### src/hw/vgaPkg.sv
package vgaPkg;

	//////////////////////////////
	// Pixel and raster types
	//////////////////////////////

	// Twelve-bit colour, four bits per channel
	typedef struct packed {
		logic [3:0] red;
		logic [3:0] green;
		logic [3:0] blue;
	} rgbT;

	// Raster state handed from stage to stage
	typedef struct packed {
		logic [9:0] hCount;
		logic [9:0] vCount;
		logic       hSync;
		logic       vSync;
		// Inside the visible window
		logic       active;
		// Pixel 0,0 of a frame
		logic       frameStart;
		// Stage advances on this cycle
		logic       pixelEn;
	} timingT;

	//////////////////////////////
	// Configuration
	//////////////////////////////

	typedef enum logic [1:0] {
		PatSolid    = 2'd0,
		PatBars     = 2'd1,
		PatChecker  = 2'd2,
		PatGradient = 2'd3
	} patternModeT;

	// One word carries both pattern and cursor settings
	typedef struct packed {
		patternModeT mode;
		rgbT         solidColor;
		logic        cursorEn;
		logic [9:0]  cursorX;
		logic [9:0]  cursorY;
		rgbT         cursorColor;
	} displayCfgT;

	// 640x480 at 60 Hz, 25.175 MHz pixel clock
	localparam logic [9:0] DefHActive = 10'd640;
	localparam logic [9:0] DefHFront  = 10'd16;
	localparam logic [9:0] DefHSync   = 10'd96;
	localparam logic [9:0] DefHBack   = 10'd48;
	localparam logic [9:0] DefVActive = 10'd480;
	localparam logic [9:0] DefVFront  = 10'd10;
	localparam logic [9:0] DefVSync   = 10'd2;
	localparam logic [9:0] DefVBack   = 10'd33;

endpackage

### src/hw/cursorOverlay.sv
module cursorOverlay #(
	parameter int CursorSize = 16
) (
	input  logic               clk,
	input  logic               rst,
	input  vgaPkg::displayCfgT cfg,
	input  logic               cfgValid,
	input  vgaPkg::timingT     timingIn,
	input  vgaPkg::rgbT        colorIn,
	output logic               hSync,
	output logic               vSync,
	output vgaPkg::rgbT        rgb
);

	// Pending cursor settings
	logic        pendEn;
	logic [9:0]  pendX;
	logic [9:0]  pendY;
	vgaPkg::rgbT pendColor;
	// Live cursor settings
	logic        liveEn;
	logic [9:0]  liveX;
	logic [9:0]  liveY;
	vgaPkg::rgbT liveColor;
	// Settings seen by the current pixel
	logic        enNow;
	logic [9:0]  xNow;
	logic [9:0]  yNow;
	vgaPkg::rgbT colorNow;
	logic        swapCfg;

	logic [10:0] hPos;
	logic [10:0] vPos;
	logic [10:0] xEnd;
	logic [10:0] yEnd;
	logic        inBox;
	vgaPkg::rgbT rgbNext;

	//////////////////////////////
	// Configuration handoff
	//////////////////////////////

	always_ff @(posedge clk or posedge rst) begin
		if (rst) begin
			pendEn    <= 1'b0;
			pendX     <= '0;
			pendY     <= '0;
			pendColor <= '0;
		end else if (cfgValid) begin
			pendEn    <= cfg.cursorEn;
			pendX     <= cfg.cursorX;
			pendY     <= cfg.cursorY;
			pendColor <= cfg.cursorColor;
		end
	end

	// Frame start here is the one delayed by the pattern stage
	assign swapCfg  = timingIn.pixelEn && timingIn.frameStart;
	assign enNow    = swapCfg ? pendEn : liveEn;
	assign xNow     = swapCfg ? pendX : liveX;
	assign yNow     = swapCfg ? pendY : liveY;
	assign colorNow = swapCfg ? pendColor : liveColor;

	always_ff @(posedge clk or posedge rst) begin
		if (rst) begin
			liveEn    <= 1'b0;
			liveX     <= '0;
			liveY     <= '0;
			liveColor <= '0;
		end else if (swapCfg) begin
			liveEn    <= pendEn;
			liveX     <= pendX;
			liveY     <= pendY;
			liveColor <= pendColor;
		end
	end

	//////////////////////////////
	// Box hit test
	//////////////////////////////

	// Extra bit keeps the far edge from wrapping near 1023
	assign hPos = {1'b0, timingIn.hCount};
	assign vPos = {1'b0, timingIn.vCount};
	assign xEnd = {1'b0, xNow} + 11'(CursorSize);
	assign yEnd = {1'b0, yNow} + 11'(CursorSize);

	assign inBox = enNow
		&& (hPos >= {1'b0, xNow}) && (hPos < xEnd)
		&& (vPos >= {1'b0, yNow}) && (vPos < yEnd);

	// Blanking overrides both cursor and pattern
	always_comb begin
		if (!timingIn.active) begin
			rgbNext = '0;
		end else if (inBox) begin
			rgbNext = colorNow;
		end else begin
			rgbNext = colorIn;
		end
	end

	//////////////////////////////
	// Output register
	//////////////////////////////

	// Sync rides along so it stays aligned with colour
	always_ff @(posedge clk or posedge rst) begin
		if (rst) begin
			hSync <= 1'b0;
			vSync <= 1'b0;
			rgb   <= '0;
		end else if (timingIn.pixelEn) begin
			hSync <= timingIn.hSync;
			vSync <= timingIn.vSync;
			rgb   <= rgbNext;
		end
	end

endmodule

### src/hw/testPattern.sv
module testPattern #(
	parameter int TileShift = 6
) (
	input  logic               clk,
	input  logic               rst,
	input  vgaPkg::displayCfgT cfg,
	input  logic               cfgValid,
	input  vgaPkg::timingT     timingIn,
	output vgaPkg::timingT     timingOut,
	output vgaPkg::rgbT        color
);

	// Pending copy waits here until the next frame
	vgaPkg::patternModeT pendMode;
	vgaPkg::rgbT         pendSolid;
	// Copy used for the frame in progress
	vgaPkg::patternModeT liveMode;
	vgaPkg::rgbT         liveSolid;
	// Settings seen by the current pixel
	vgaPkg::patternModeT modeNow;
	vgaPkg::rgbT         solidNow;
	logic                swapCfg;

	logic [9:0]     hTile;
	logic [9:0]     vTile;
	logic [2:0]     barIdx;
	logic           checkOn;
	vgaPkg::rgbT    colorNext;
	vgaPkg::timingT timingReg;

	//////////////////////////////
	// Configuration handoff
	//////////////////////////////

	// Latest strobe wins
	always_ff @(posedge clk or posedge rst) begin
		if (rst) begin
			pendMode  <= vgaPkg::PatSolid;
			pendSolid <= '0;
		end else if (cfgValid) begin
			pendMode  <= cfg.mode;
			pendSolid <= cfg.solidColor;
		end
	end

	// Swap on the enabled cycle of pixel 0,0
	assign swapCfg  = timingIn.pixelEn && timingIn.frameStart;
	// First pixel of the frame already uses the new settings
	assign modeNow  = swapCfg ? pendMode : liveMode;
	assign solidNow = swapCfg ? pendSolid : liveSolid;

	always_ff @(posedge clk or posedge rst) begin
		if (rst) begin
			liveMode  <= vgaPkg::PatSolid;
			liveSolid <= '0;
		end else if (swapCfg) begin
			liveMode  <= pendMode;
			liveSolid <= pendSolid;
		end
	end

	//////////////////////////////
	// Colour generation
	//////////////////////////////

	assign hTile   = timingIn.hCount >> TileShift;
	assign vTile   = timingIn.vCount >> TileShift;
	// Eight bars repeat across the line
	assign barIdx  = hTile[2:0];
	assign checkOn = hTile[0] ^ vTile[0];

	always_comb begin
		case (modeNow)
			vgaPkg::PatSolid: begin
				colorNext = solidNow;
			end
			vgaPkg::PatBars: begin
				colorNext.red   = {4{barIdx[2]}};
				colorNext.green = {4{barIdx[1]}};
				colorNext.blue  = {4{barIdx[0]}};
			end
			vgaPkg::PatChecker: begin
				colorNext.red   = {4{checkOn}};
				colorNext.green = {4{checkOn}};
				colorNext.blue  = {4{checkOn}};
			end
			vgaPkg::PatGradient: begin
				// Ramp repeats every 16 pixels
				colorNext.red   = timingIn.hCount[3:0];
				colorNext.green = timingIn.vCount[3:0];
				colorNext.blue  = 4'd0;
			end
			default: begin
				colorNext = '0;
			end
		endcase
	end

	//////////////////////////////
	// Stage register
	//////////////////////////////

	always_ff @(posedge clk or posedge rst) begin
		if (rst) begin
			timingReg <= '0;
			color     <= '0;
		end else if (timingIn.pixelEn) begin
			timingReg <= timingIn;
			color     <= colorNext;
		end
	end

	// Enable is passed through live, the rest is one pixel late
	always_comb begin
		timingOut         = timingReg;
		timingOut.pixelEn = timingIn.pixelEn;
	end

endmodule

### src/hw/vgaTiming.sv
module vgaTiming #(
	parameter int HActive = vgaPkg::DefHActive,
	parameter int HFront  = vgaPkg::DefHFront,
	parameter int HSync   = vgaPkg::DefHSync,
	parameter int HBack   = vgaPkg::DefHBack,
	parameter int VActive = vgaPkg::DefVActive,
	parameter int VFront  = vgaPkg::DefVFront,
	parameter int VSync   = vgaPkg::DefVSync,
	parameter int VBack   = vgaPkg::DefVBack,
	parameter int ClkDiv  = 2
) (
	input  logic           clk,
	input  logic           rst,
	output vgaPkg::timingT timing
);

	//////////////////////////////
	// Geometry decode points
	//////////////////////////////

	// Retrace windows follow the front porch
	localparam logic [9:0] HSyncStart = 10'(HActive + HFront);
	localparam logic [9:0] HSyncEnd   = 10'(HActive + HFront + HSync - 1);
	localparam logic [9:0] HLast      = 10'(HActive + HFront + HSync + HBack - 1);
	localparam logic [9:0] VSyncStart = 10'(VActive + VFront);
	localparam logic [9:0] VSyncEnd   = 10'(VActive + VFront + VSync - 1);
	localparam logic [9:0] VLast      = 10'(VActive + VFront + VSync + VBack - 1);
	localparam logic [9:0] HVisible   = 10'(HActive);
	localparam logic [9:0] VVisible   = 10'(VActive);

	// Divider needs at least one bit even for ClkDiv of 1
	localparam int DivW = (ClkDiv > 1) ? $clog2(ClkDiv) : 1;
	localparam logic [DivW-1:0] DivLast = DivW'(ClkDiv - 1);

	logic [DivW-1:0] divCount;
	logic            pixelEn;
	logic [9:0]      hCount;
	logic [9:0]      vCount;
	logic            hEnd;
	logic            vEnd;

	//////////////////////////////
	// Pixel enable
	//////////////////////////////

	// One pulse every ClkDiv clocks
	assign pixelEn = (divCount == DivLast);

	always_ff @(posedge clk or posedge rst) begin
		if (rst) begin
			divCount <= '0;
		end else if (pixelEn) begin
			divCount <= '0;
		end else begin
			divCount <= divCount + 1'b1;
		end
	end

	//////////////////////////////
	// Raster counters
	//////////////////////////////

	assign hEnd = (hCount == HLast);
	assign vEnd = (vCount == VLast);

	// Line counter steps once per horizontal wrap
	always_ff @(posedge clk or posedge rst) begin
		if (rst) begin
			hCount <= '0;
			vCount <= '0;
		end else if (pixelEn) begin
			if (hEnd) begin
				hCount <= '0;
				if (vEnd) begin
					vCount <= '0;
				end else begin
					vCount <= vCount + 10'd1;
				end
			end else begin
				hCount <= hCount + 10'd1;
			end
		end
	end

	//////////////////////////////
	// Sync and flag decode
	//////////////////////////////

	// Straight from the counters, no extra delay
	always_comb begin
		timing.hCount     = hCount;
		timing.vCount     = vCount;
		// Sync high during retrace
		timing.hSync      = (hCount >= HSyncStart) && (hCount <= HSyncEnd);
		timing.vSync      = (vCount >= VSyncStart) && (vCount <= VSyncEnd);
		timing.active     = (hCount < HVisible) && (vCount < VVisible);
		timing.frameStart = (hCount == 10'd0) && (vCount == 10'd0);
		timing.pixelEn    = pixelEn;
	end

endmodule

### src/hw/vgaTop.sv
module vgaTop #(
	parameter int HActive    = vgaPkg::DefHActive,
	parameter int HFront     = vgaPkg::DefHFront,
	parameter int HSync      = vgaPkg::DefHSync,
	parameter int HBack      = vgaPkg::DefHBack,
	parameter int VActive    = vgaPkg::DefVActive,
	parameter int VFront     = vgaPkg::DefVFront,
	parameter int VSync      = vgaPkg::DefVSync,
	parameter int VBack      = vgaPkg::DefVBack,
	// Clocks per pixel, 2 gives 25 MHz from 50 MHz
	parameter int ClkDiv     = 2,
	// 64-pixel bars and tiles
	parameter int TileShift  = 6,
	parameter int CursorSize = 16
) (
	input  logic               clk,
	input  logic               rst,
	input  vgaPkg::displayCfgT cfg,
	input  logic               cfgValid,
	output logic               hSync,
	output logic               vSync,
	output vgaPkg::rgbT        rgb
);

	// Raster straight from the counters
	vgaPkg::timingT rasterTiming;
	// Raster one pixel behind, aligned with the pattern colour
	vgaPkg::timingT patTiming;
	vgaPkg::rgbT    patColor;

	//////////////////////////////
	// Pipeline
	//////////////////////////////

	vgaTiming #(
		.HActive(HActive),
		.HFront (HFront),
		.HSync  (HSync),
		.HBack  (HBack),
		.VActive(VActive),
		.VFront (VFront),
		.VSync  (VSync),
		.VBack  (VBack),
		.ClkDiv (ClkDiv)
	) timingGen (
		.clk   (clk),
		.rst   (rst),
		.timing(rasterTiming)
	);

	testPattern #(
		.TileShift(TileShift)
	) patternGen (
		.clk      (clk),
		.rst      (rst),
		.cfg      (cfg),
		.cfgValid (cfgValid),
		.timingIn (rasterTiming),
		.timingOut(patTiming),
		.color    (patColor)
	);

	// Last stage drives the pins
	cursorOverlay #(
		.CursorSize(CursorSize)
	) overlay (
		.clk     (clk),
		.rst     (rst),
		.cfg     (cfg),
		.cfgValid(cfgValid),
		.timingIn(patTiming),
		.colorIn (patColor),
		.hSync   (hSync),
		.vSync   (vSync),
		.rgb     (rgb)
	);

endmodule

### config.mk
export PLATFORM = sky130hd
export DESIGN_NAME = vgaTop
export DESIGN_NICKNAME = d
export VERILOG_FILES = /design/src/hw/vgaPkg.sv /design/src/hw/cursorOverlay.sv /design/src/hw/testPattern.sv /design/src/hw/vgaTiming.sv /design/src/hw/vgaTop.sv
export SDC_FILE = /design/constraint.sdc
export NUM_CORES = 1
export LEC_CHECK = 0
export BUFFER_PORTS_ARGS = -buffer_cell sky130_fd_sc_hd__buf_2
export CAP_MARGIN = 20
export CORE_MARGIN = 2
export CORE_UTILIZATION = 25
export CTS_CLUSTER_SIZE = 12
export DETAILED_ROUTE_END_ITERATION = 12
export SYNTH_ARGS = -nofsm -noshare
export SYNTH_HDL_FRONTEND = slang
export SYNTH_SLANG_ARGS = --single-unit
### constraint.sdc
create_clock -name clk -period 12.7 [get_ports clk]
set_input_delay 2.54 -clock clk [delete_from_list [all_inputs] [get_ports clk]]
set_output_delay 2.54 -clock clk [all_outputs]
set_load 0.005 [all_outputs]
## After elaboration in Yosys (flattened, before gate mapping)

Index checks and enable logic that the tools add are counted.

| storage, ports and cells | value |
|---|---|
| word-level logic and storage cells | 84 |
| input bits | 50 |
| flip-flop bits (word level) | 165 |
| output and inout port bits | 14 |

| operators by class | value |
|---|---|
| reductions and logical operators | 14 |
| bitwise gates (word level) | 1 |
| $lt $le $gt $ge | 10 |
| multiplexer cells | 12 |
| add/subtract/negate cells | 5 |
| equality and inequality tests | 5 |

Operator list:

| kind | count |
|---|---|
| 12-bit two-way mux | 4 |
| 12-bit case mux with 4 select lines | 1 |
| 10-bit two-way mux | 4 |
| 10-bit by 5-bit adder with 11-bit output (second input constant) | 2 |
| 10-bit by 11-bit < comparator with 1-bit output | 2 |
| 10-bit by 1-bit adder with 10-bit output (second input constant) | 2 |
| 10-bit == test (second input constant) | 2 |
| 10-bit greater-or-equal comparator | 2 |
| 10-bit logical NOT | 2 |
| 10-bit greater-or-equal comparator (second input constant) | 1 |
| 10-bit by 9-bit greater-or-equal comparator with 1-bit output (second input constant) | 1 |
| 10-bit <= comparator (second input constant) | 1 |
| 10-bit by 9-bit <= comparator with 1-bit output (second input constant) | 1 |
| 1-bit logical AND | 10 |
| 10-bit < comparator (second input constant) | 1 |
| 10-bit by 9-bit < comparator with 1-bit output (second input constant) | 1 |
| 2-bit == test (second input constant) | 2 |
| 2-bit by 1-bit == test with 1-bit output (second input constant) | 1 |
| 2-bit logical NOT | 1 |
| 1-bit two-way mux | 2 |
| 2-bit two-way mux | 1 |
| 2-bit AND reduction | 1 |
| 1-bit adder (second input constant) | 1 |
| 1-bit bitwise XOR | 1 |

## Depth between registers and ports, before layout

Gate-level depths: netlist of the first run.

| logic depth | value |
|---|---|
| depth after elaboration | 9 |
| gate-level depth with buffers | 17 |
| depth with buffers taken out | 13 |

## By module

A second synthesis of the first run with hierarchy kept.

| second synthesis, totals | value |
|---|---|
| cell total of the unflattened synthesis | 736 |
| area total of the unflattened synthesis | 8,440.6 µm² |

By module, submodules not included:

| module | area each (µm²) | cells an instance | seq. area each (µm²) | instances |
|---|---|---|---|---|
| cursorOverlay | 4,339.2 | 383 | 2,001.9 | 1 |
| testPattern | 2,870.3 | 229 | 1,601.5 | 1 |
| vgaTiming | 1,231.2 | 124 | 525.5 | 1 |

## Worst setup path after synthesis of the first run

Ideal clock, no wire load.

| timing path | value |
|---|---|
| path type | in2reg |
| start | in cfgValid |
| end | reg overlay.pendColor[0] (netlist name) |
| required time | 12,575 ps |
| buffers on the path | 2 |
| stages on the path | 3 |
| setup time | 125 ps |
| arrival | 3,568 ps |
| setup slack | 9,007 ps |
| path through | clkbuf_1 > clkbuf_1 > mux2_2 |

RTL lines:

| item | RTL line | RTL |
|---|---|---|
| from (decl) | vgaTop.sv:19 | `input logic cfgValid,` |
| to (signal assigned) | cursorOverlay.sv:53 | `pendColor <= cfg.cursorColor;` |
| to (decl) | cursorOverlay.sv:19 | `vgaPkg::rgbT pendColor;` |

No word-level cell between the ends.

## Worst setup path in the final report of the first run

| timing path | value |
|---|---|
| start | reg patternGen.timingReg, in the netlist patternGen.timingOut[1] |
| end | reg, netlist name overlay.rgb[4] |

| on the way | value |
|---|---|
| cells in the longest elaborated chain, start to end | 9 |
| elaborated cells on any way between the ends | 17 |
| classes of those cells | add/sub (2); order compare (4); mux (6); reduce/logical (5) |

Ends and longest elaborated chain:

| item | RTL line | RTL |
|---|---|---|
| from (decl) | testPattern.sv:29 | `vgaPkg::timingT timingReg;` |
| from (signal assigned) | testPattern.sv:108 | `timingReg <= timingIn;` |
| 1-bit logical AND * | cursorOverlay.sv:58 | `assign swapCfg = timingIn.pixelEn && timingIn.frameStart;` |
| 10-bit two-way mux | n/a |  |
| 10-bit by 5-bit adder with 11-bit output or 10-bit greater-or-equal comparator (tied branches) | cursorOverlay.sv:85, cursorOverlay.sv:89 |  |
| 10-bit by 11-bit < comparator with 1-bit output or 1-bit logical AND (tied branches) | cursorOverlay.sv:89 | `&& (hPos >= {1'b0, xNow}) && (hPos < xEnd)` |
| 1-bit logical AND | cursorOverlay.sv:89 |  |
| 1-bit logical AND (2 in a row) | cursorOverlay.sv:90 | `&& (vPos >= {1'b0, yNow}) && (vPos < yEnd);` |
| 12-bit two-way mux * | cursorOverlay.sv:96 | `end else if (inBox) begin` |
| 12-bit two-way mux * | cursorOverlay.sv:94 | `if (!timingIn.active) begin` |

Every way passes the cells marked *; elsewhere a longest branch is shown, timed or not.
A chain may end at the register's enable or synchronous reset.

==> results by group, run 1 <==
Outcome
  – Status: finished, final reports clean

STA
  – Fin. Hold Viols: 0
  – Min Tclk post-route: 4.31 ns
  – Final Max Slew Viols: 0
  – Peak Freq: 232 MHz
  – Worst slew pin tran: 0.985 ns
  – Final TNS setup: 0 ns
  – Unrepaired setup endpoints after global routing: false
  – Skew final: 0.0143 ns
  – Fin crit share: 33.9%
  – Final number of setup-violating endpoints: 0
  – Max_slew headroom: 32.5%
  – Worst hold slack: 0.499 ns

Cells and area
  – Final core utilization: 29.8%
  – Fill count: 3108
  – Area Overhead vs Synth: 17.3%
  – Fin nets: 788
  – Post-route insts no fill: 1112
  – Most frequent cells in the layout: 164 x dfrtp_1, 93 x mux2_2, 63 x buf_2, 52 x inv_1, 37 x o21ai_0
  – Fin area: 9110 µm²
  – Layout cells sized above 1: 30.2%
  – Multi-input logic area: 3300 µm²
  – Most common cell after layout, fill and taps aside: dfrtp_1
  – FF+latch area: 4130 µm²
  – Diode count: 0

Critical path
  – Critical path cell sequence: nand2_2, mux2i_1, nand3b_2, nor3_2, nand2b_1, ha_1, a2111o_1, nor3_1, o311a_1, a21oi_1, o32ai_1
  – Critical Path RT: 13.01 ns
  – Family with the most delay on the worst path: simple AND/OR/NAND/NOR gates
  – Crit. End Element: flop
  – Cells on worst reg2reg path: 11
  – Crit path launch type: flop
  – Crit path kind: flop to flop
  – Critical Path AT: 4.62 ns
  – Max incr delay on CP: 0.68 ns
  – Worst Path Max Fanout: 30
  – CP Depth: 11
  – Buf/Inv on CP: 0
  – CP max-delay cell: nand2_2

Placed design
  – Routability cong.: 0.777
  – Placed cell area: 8460 µm²
  – Detail Placement HPWL: 11700 µm
  – Placed Instances: 1078
  – Port Buffers: 63

Clock network
  – Root buf cell: clkbuf_16
  – CTS clk-pin slew, worst paths: 0.07 ns
  – CTS Hold Buffers Added: 0
  – H-tree depth: 4
  – Longest Clk Path Bufs: 2
  – CTS Buf Count: 17
  – Clock Latency Late Sink: 0.43 ns
  – CTS tree: built
  – CTS Sinks: 165
  – Post-CTS sizing: 0
  – Post-CTS setup buffers: 0

Logic synthesis
  – Number of flops mapped to enable cells by yosys: 0
  – Ys flop type: dfrtp_1
  – Mapped cell area: 7770 µm²
  – Unique masters post-synth: 60
  – Syn_nets: 732
  – Synth warnings: 0
  – Yosys reg bits: 165
  – Mapped Cells: 647
  – Asr flop ratio synth: 100%
  – Register area share after synthesis: 53.2%
  – Syn_area_per_cell: 12.0 µm²

Global routing
  – GR Overflow Total: 0
  – Largest net degree at the start of global routing: 86
  – Global-route wire length before repair: 27900 µm
  – Initial antenna violation count: 1
  – GRT Util Overall: 10.6%
  – Vias in the first global route: 5051

Floorplanning
  – Die span in y: 180 µm
  – Core area: 30600 µm²
  – Io pins: 64
  – Initial Util: 25.4%
  – Die area: 32500 µm²
  – Row Count: 64
  – Die X: 180 µm

Detailed routing
  – Vias per cell: 4.49
  – Remaining antenna violation count after routing: 0
  – Routed WL: 16500 µm
  – DRC: 0
  – Total number of vias: 4990
  – DR WL/cell: 14.9 µm
  – DR iter-0 viols: 366
  – 1st-pass router iterations: 4

Pwr
  – Leak: 4.19 nW
  – Peak supply drop: 0.0000764 V
  – Power per cell area: 132 nW/µm²

Hold path
  – Worst hold path type: flop to flop
  – WHS Path Cells: 2

Flow run
  – Max_cap viols: 0
[state kept, by name, indices dropped and copies added, names as in the netlist, 12 cells and up]
| signal | flops |
|---|---|
| overlay.pendColor | 12 |
| patternGen.color | 12 |
| patternGen.liveSolid | 12 |
| overlay.rgb | 12 |
| patternGen.pendSolid | 12 |
| overlay.liveColor | 12 |
| patternGen.timingOut | 24 |
[synth_stat cells, types with 4 or more instances]
cell	instances	area, µm²
nor2_1	22	82.6
o21ai_0	37	185
nand2_1	32	120
nand4_1	11	68.8
o221ai_1	10	87.6
a31oi_1	5	31.3
xor2_1	4	35.0
inv_1	53	199
xnor2_1	18	158
o32ai_1	9	78.8
mux2i_1	15	150
clkbuf_1	19	71.3
and3_1	4	25.0
a21oi_1	22	110
nor3_1	15	75.1
ha_1	35	438
buf_2	4	20.0
nor2b_1	4	25.0
dfrtp_1	165	4130
mux2_2	93	1050
nand3_1	6	30.0
[power breakdown]
group / leakage, nW / switching [W] / internal [W]
logic: 1.85 / 0.0000586 / 0.0000534
clock network: 0.295 / 0.000246 / 0.000267
registers: 2.04 / 0.0000183 / 0.000561
[worst paths after layout]
kind	from	end	slack [ns]
setup / recovery	patternGen.timingOut[1]	overlay.rgb[4]	8.39
setup reg to reg	patternGen.timingOut[1]	overlay.rgb[4]	8.39
max in group asynchronous	rst	overlay.liveColor[6]	9.17
min in group asynchronous	rst	overlay.vSync	2.25
hold / removal	overlay.liveY[3]	overlay.liveY[3]	0.50
hold reg to reg	overlay.liveY[3]	overlay.liveY[3]	0.50
[layer usage]
layer / track usage [%] / vias to the layer above / part of all wire [%]
met4: 3.71 / 2 / 1.7
met2: 15.9 / 89 / 45
met3: 2.65 / 16 / 4.0
li1: - / 2430 / -
met1: 14.8 / 2453 / 50
met5: 0 / - / 0.079
[logic make-up (layout without fill, tap and decap cells)]
group                    Yosys count  after routing  share of synthesized area, %
AO/OA/AOI/OAI                    114            114                          10.1
multiplexers                     113            113                          16.3
buffers and inverters             83            152                          4.41
adder cells (fa/ha/maj)           37             37                          5.93
AND/OR/NAND/NOR                  113            113                          7.56
XOR/XNOR                          22             22                          2.48
flip-flops                       165            165                          53.2
[worst register-to-register path: stages (launching register included)]
cell	delay [ns]
dfrtp_1	0.46
nand2_2	0.68
mux2i_1	0.34
nand3b_2	0.34
nor3_2	0.30
nand2b_1	0.15
ha_1	0.23
a2111o_1	0.42
nor3_1	0.31
o311a_1	0.54
a21oi_1	0.13
o32ai_1	0.30
[metrics by stage]
stage / total power [W] / worst slack (ns)
finish: 0.00120 / 8.39
floorplan: 0.000664 / 5.70
detailed placement: 0.000702 / 8.31
global route: 0.00126 / 8.00
CTS: 0.00122 / 8.33
global placement: 0.000699 / 8.32
[cell type report]
cell class	count	area share, %
Clock buffer	17	4.67
Clock inverter	15	1.96
Inverter	53	2.24
Multi-Input combinational cell	399	36.2
Sequential cell	165	45.3
Tap cell	396	5.44
Timing Repair Buffer	67	4.15
Power figures use the tool's default switching activity.
==> run 2: changes to the inputs <==
Clock period 12.7 ns to 4 ns, I/O delays scaled along.
==> results by group, run 2 (synthesis results as in run 1) <==
Outcome
  – Status: finished, final reports clean

Critical path
  – Crit. End Element: flop
  – Most used cell, CP: nor3_1
  – Critical Path AT: 3.96 ns
  – Worst flop-to-flop path startpoint: patternGen.timingOut[1]
  – Crit path launch type: flop
  – Worst R2R End: overlay.rgb[7]
  – Worst Path Max Fanout: 14
  – Max incr delay on CP: 0.47 ns
  – Cells on worst reg2reg path: 11
  – CP max-delay cell: dfrtp_1
  – Critical path cell sequence: nand2_4, buf_4, mux2i_2, nor3_2, nand2b_1, ha_1, a2111o_1, nor3_1, o311ai_2, nor3_1, o32ai_2
  – R2R setup slack: 0.32 ns
  – Critical Path RT: 4.28 ns
  – Crit path from: patternGen.timingOut[1]
  – Crit path kind: flop to flop

Floorplanning
  – Core area: 30600 µm²
  – Die X: 180 µm
  – Row Count: 64
  – Initial Util: 25.4%
  – Die area: 32500 µm²
  – Io pins: 64
  – Die span in y: 180 µm

Cells and area
  – Most common cell after layout, fill and taps aside: dfrtp_1
  – Most frequent cells in the layout: 164 x dfrtp_1, 93 x mux2_2, 63 x buf_2, 52 x inv_1, 37 x o21ai_0
  – Fin nets: 797
  – Area Overhead vs Synth: 17.7%
  – Layout cells sized above 1: 30.8%
  – Post-route insts no fill: 1120
  – Fill count: 3105
  – Max FFs per register: 24

Clock network
  – CTS Hold Buffers Added: 0
  – Root buf cell: clkbuf_16
  – CTS Buf Count: 17
  – Post-CTS sizing: 0
  – CTS tree: built
  – Clock Latency Late Sink: 0.43 ns
  – CTS clk-pin slew, worst paths: 0.06 ns
  – Longest Clk Path Bufs: 2
  – H-tree depth: 4
  – CTS Sinks: 165
  – Post-CTS setup buffers: 0

STA
  – Fin. Hold Viols: 0
  – Fin crit share: 92.1%
  – Min Tclk post-route: 3.68 ns
  – Worst hold slack: 0.287 ns
  – Unrepaired setup endpoints after global routing: false
  – Final Max Slew Viols: 0
  – Skew final: 0.00987 ns
  – Final TNS setup: 0 ns
  – Worst slew pin tran: 1.00 ns
  – Final number of setup-violating endpoints: 0
  – Peak Freq: 272 MHz
  – Max_slew headroom: 33.2%
  – Worst setup margin: 0.317 ns

Detailed routing
  – Vias per cell: 4.56
  – DR iter-0 viols: 355
  – Remaining antenna violation count after routing: 0
  – DRC: 0
  – DR WL/cell: 15.2 µm
  – Routed WL: 17000 µm
  – Total number of vias: 5106
  – 1st-pass router iterations: 4

Pwr
  – Leak: 4.19 nW
  – Power per cell area: 412 nW/µm²
  – PnR Total Power: 0.00377 W
  – Peak supply drop: 0.000172 V

Global routing
  – GR Overflow Total: 0
  – Initial antenna violation count: 1
  – Vias in the first global route: 5186
  – GRT Util Overall: 10.9%
  – Largest net degree at the start of global routing: 67
  – Global-route wire length before repair: 28200 µm

Flow run
  – Max_cap viols: 0

Placed design
  – Pre-CTS setup slack: 0.0872 ns
  – Detail Placement HPWL: 12300 µm
  – Placed Instances: 1088
  – Routability cong.: 0.818
  – Port Buffers: 63

Hold path
  – Worst hold path type: input pin to asynchronous set/reset pin
==> run 2: worst max-delay path: cells and delay by family, from the launching register on <==
family | cells | cell delay (ns)
AO/OA/AOI/OAI | 3 | 0.91
adder cells (fa/ha/maj) | 1 | 0.30
buffers and inverters | 1 | 0.28
flip-flops | 1 | 0.47
multiplexers | 1 | 0.38
AND/OR/NAND/NOR | 5 | 1.18
==> run 2: layout make-up <==
cell class | instances | area, µm² | share of cell area (%)
multi-input combinational | 399 | 3300 | 36.1
tap | 396 | 495 | 5.42
antenna | 1 | 2.50 | 0.0274
clock inverter | 10 | 100 | 1.10
inverter | 53 | 203 | 2.22
clock buffer | 20 | 457 | 5.00
timing repair buffer | 76 | 450 | 4.93
sequential | 165 | 4130 | 45.2
==> run 2: metrics by stage <==
| step | cell area [µm²] | utilization (%) |
|---|---|---|
| 6_report | 9140 | 29.9 |
| 5_1_grt | 9140 | 29.9 |
| 4_1_cts | 9110 | 29.8 |
| 3_5_place_dp | 8550 | 28.0 |
| 3_3_place_gp | 8550 | 28.0 |
| 2_1_floorplan | 7770 | - |
==> run 2: how the worst max path moves through the flow <==
stage	to	slack [ns]	depth (start not counted)
after global placement	overlay.rgb[8]	0.29	11
final	overlay.rgb[7]	0.32	11
after floorplan	overlay.rgb[0]	0.59	16
after CTS	overlay.rgb[8]	0.09	11
after detailed placement	overlay.rgb[3]	0.09	11
after global routing	overlay.rgb[4]	0.01	11
==> run 2: per-layer routing <==
layer	global-route usage, %	share of wire [%]	up-vias
li1	-	-	2432
met2	16.2	45	100
met3	2.83	4.6	13
met1	15.3	49	2561
met4	3.94	1.4	0
met5	0	0	-
==> run 2: power by group <==
part | internal (W) | switching, W | leakage (nW)
Clock | 0.000887 | 0.000668 | 0.261
Combinational | 0.000177 | 0.000189 | 1.89
Sequential | 0.00178 | 0.0000616 | 2.04
==> run 3: changes to the inputs <==
Settings changed: ABC_AREA from default to 1.
==> results by group, run 3 <==
Logic synthesis
  – Synth warnings: 0
  – Count leader, synth: nand2_1
  – Synth cell count leaders: 232 x nand2_1, 165 x dfrtp_1, 159 x inv_1, 85 x o21ai_0, 42 x nand3_1
  – Mapped Cells: 958
  – Unique masters post-synth: 40
  – Ys flop type: dfrtp_1
  – Number of flops mapped to enable cells by yosys: 0
  – Syn_nets: 1043
  – Post-synth top area share: 49.8%
  – Yosys reg bits: 165
  – Asr flop ratio synth: 100%
  – Syn_area_per_cell: 8.66 µm²
  – Mapped cell area: 8290 µm²
  – Top cell type by total area after synthesis: dfrtp_1
  – Register area share after synthesis: 49.8%
  – Synth top area cells: dfrtp_1 50%, nand2_1 11%, inv_1 7.2%

Critical path
  – Buf/Inv on CP: 2
  – Crit path from: patternGen.timingOut[1]
  – Worst flop-to-flop path startpoint: patternGen.timingOut[1]
  – Cells on worst reg2reg path: 20
  – Worst R2R End: overlay.rgb[9]
  – Max incr delay on CP: 0.42 ns
  – R2R setup slack: 0.92 ns
  – Critical path cell sequence: nand2_4, buf_4, buf_4, nand2_1, o21ai_0, ha_1, a21oi_1, nand2_1, nand2_1, nand2_1, nand2_1, nand2_1, nand2_1, nand2_1, nand2_2, nand2_2, nor2_4, nand3_1, nand3_1, nand2_1
  – Crit. End Element: flop
  – Most used cell, CP: nand2_1
  – CP max-delay cell: dfrtp_1
  – Critical Path RT: 4.32 ns
  – Crit path kind: flop to flop
  – Crit path launch type: flop
  – Critical Path AT: 3.39 ns
  – Worst Path Max Fanout: 36
  – Family with the most delay on the worst path: simple AND/OR/NAND/NOR gates

Global routing
  – Vias in the first global route: 6127
  – Initial antenna violation count: 3
  – GRT Util Overall: 11.4%
  – Largest net degree at the start of global routing: 132
  – Global-route wire length before repair: 30900 µm
  – GR Overflow Total: 0

STA
  – Unrepaired setup endpoints after global routing: false
  – Fin. Hold Viols: 0
  – Min Tclk post-route: 3.08 ns
  – Max_slew headroom: 50.3%
  – Final number of setup-violating endpoints: 0
  – Peak Freq: 325 MHz
  – Skew final: 0.0125 ns
  – Fin crit share: 76.9%
  – Worst slew pin tran: 0.746 ns
  – Final TNS setup: 0 ns
  – Worst hold slack: 0.468 ns
  – Final Max Slew Viols: 0

Outcome
  – Status: finished, final reports clean

Floorplanning
  – Core area: 32600 µm²
  – Die area: 34600 µm²
  – Die X: 186 µm
  – Io pins: 64
  – Initial Util: 25.4%
  – Row Count: 66
  – Die span in y: 186 µm

Cells and area
  – Diode count: 0
  – Most frequent cells in the layout: 232 x nand2_1, 165 x dfrtp_1, 158 x inv_1, 85 x o21ai_0, 63 x buf_2
  – Area Overhead vs Synth: 16.0%
  – Fin nets: 1099
  – Max FFs per register: 24
  – Layout cells sized above 1: 17.3%
  – Fill count: 3467
  – Most common cell after layout, fill and taps aside: nand2_1

Clock network
  – Post-CTS sizing: 0
  – CTS Sinks: 165
  – CTS Buf Count: 17
  – Root buf cell: clkbuf_16
  – Clock Latency Late Sink: 0.44 ns
  – H-tree depth: 4
  – CTS Hold Buffers Added: 0
  – Post-CTS setup buffers: 0
  – CTS clk-pin slew, worst paths: 0.07 ns
  – CTS tree: built
  – Longest Clk Path Bufs: 2

Pwr
  – Peak supply drop: 0.000227 V
  – Power per cell area: 395 nW/µm²
  – Leak: 5.03 nW

Placed design
  – Detail Placement HPWL: 13500 µm
  – Port Buffers: 63
  – Routability cong.: 0.856

Hold path
  – WHS Path Cells: 1
  – Worst hold path type: flop to flop
  – Hold-critical path endpoint: timingGen.vCount[7]
  – Hold Startpoint: timingGen.vCount[7]

Detailed routing
  – DRC: 0
  – Remaining antenna violation count after routing: 0
  – 1st-pass router iterations: 4
  – DR WL/cell: 12.5 µm
  – Total number of vias: 6124
  – DR iter-0 viols: 262
  – Vias per cell: 4.17
  – Routed WL: 18400 µm

Flow run
  – Max_cap viols: 0
## run 3: how the worst max path moves through the flow
| stage | endpoint | slack, ns | cells after the start |
|---|---|---|---|
| after global placement | overlay.rgb[1] | 1.03 | 20 |
| after CTS | overlay.rgb[9] | 0.92 | 20 |
| after detailed placement | overlay.rgb[9] | 0.96 | 20 |
| after global routing | overlay.rgb[1] | 0.48 | 20 |
| after floorplan | overlay.rgb[0] | 1.09 | 24 |
| final | overlay.rgb[9] | 0.92 | 20 |
## run 3: cells by family (layout without fill, tap and decap cells)
| kind of cell | count (synthesis) | after routing | synth area share (%) |
|---|---|---|---|
| simple gates | 370 | 370 | 19.8 |
| buf+inv | 199 | 268 | 9.70 |
| flops | 165 | 165 | 49.8 |
| compound gates | 139 | 139 | 9.13 |
| fa+ha+maj | 35 | 35 | 5.28 |
| mux | 35 | 35 | 4.75 |
| xor+xnor | 15 | 15 | 1.58 |
## run 3: layer usage
metal / track usage [%] / vias to the layer above / wire length [µm]
li1: - / 3146 / -
met1: 14.8 / 2865 / 8660
met2: 18.3 / 79 / 8620
met3: 2.61 / 28 / 594
met4: 4.82 / 6 / 428
met5: 0 / - / 46
## run 3: where the power goes
part / internal (W) / total, W / switching [W] / leakage (nW)
Combinational: 0.000147 / 0.000375 / 0.000228 / 2.70
Sequential: 0.00178 / 0.00183 / 0.0000488 / 2.05
Clock: 0.000872 / 0.00160 / 0.000724 / 0.281
## run 3: area by class of cell
class,instances,area [µm²],area share [%]
flip-flops and latches,165,4130,42.9
repair buffers,70,380,3.96
multi-input cells,594,3360,34.9
clock buffers,17,425,4.42
well taps,442,553,5.75
clock inverters,15,143,1.48
inverters,166,627,6.52
## run 3: through the flow
stage	power (W)	util [%]	setup WS [ns]	instances	area, µm²
after floorplan	0.00212	-	1.09	958	8300
after global placement	0.00223	27.7	1.03	1437	9050
after detailed placement	0.00224	27.7	0.957	1437	9050
after CTS	0.00384	29.5	0.920	1469	9620
after global routing	0.00399	29.5	0.482	1469	9620
final	0.00380	29.5	0.925	1469	9620
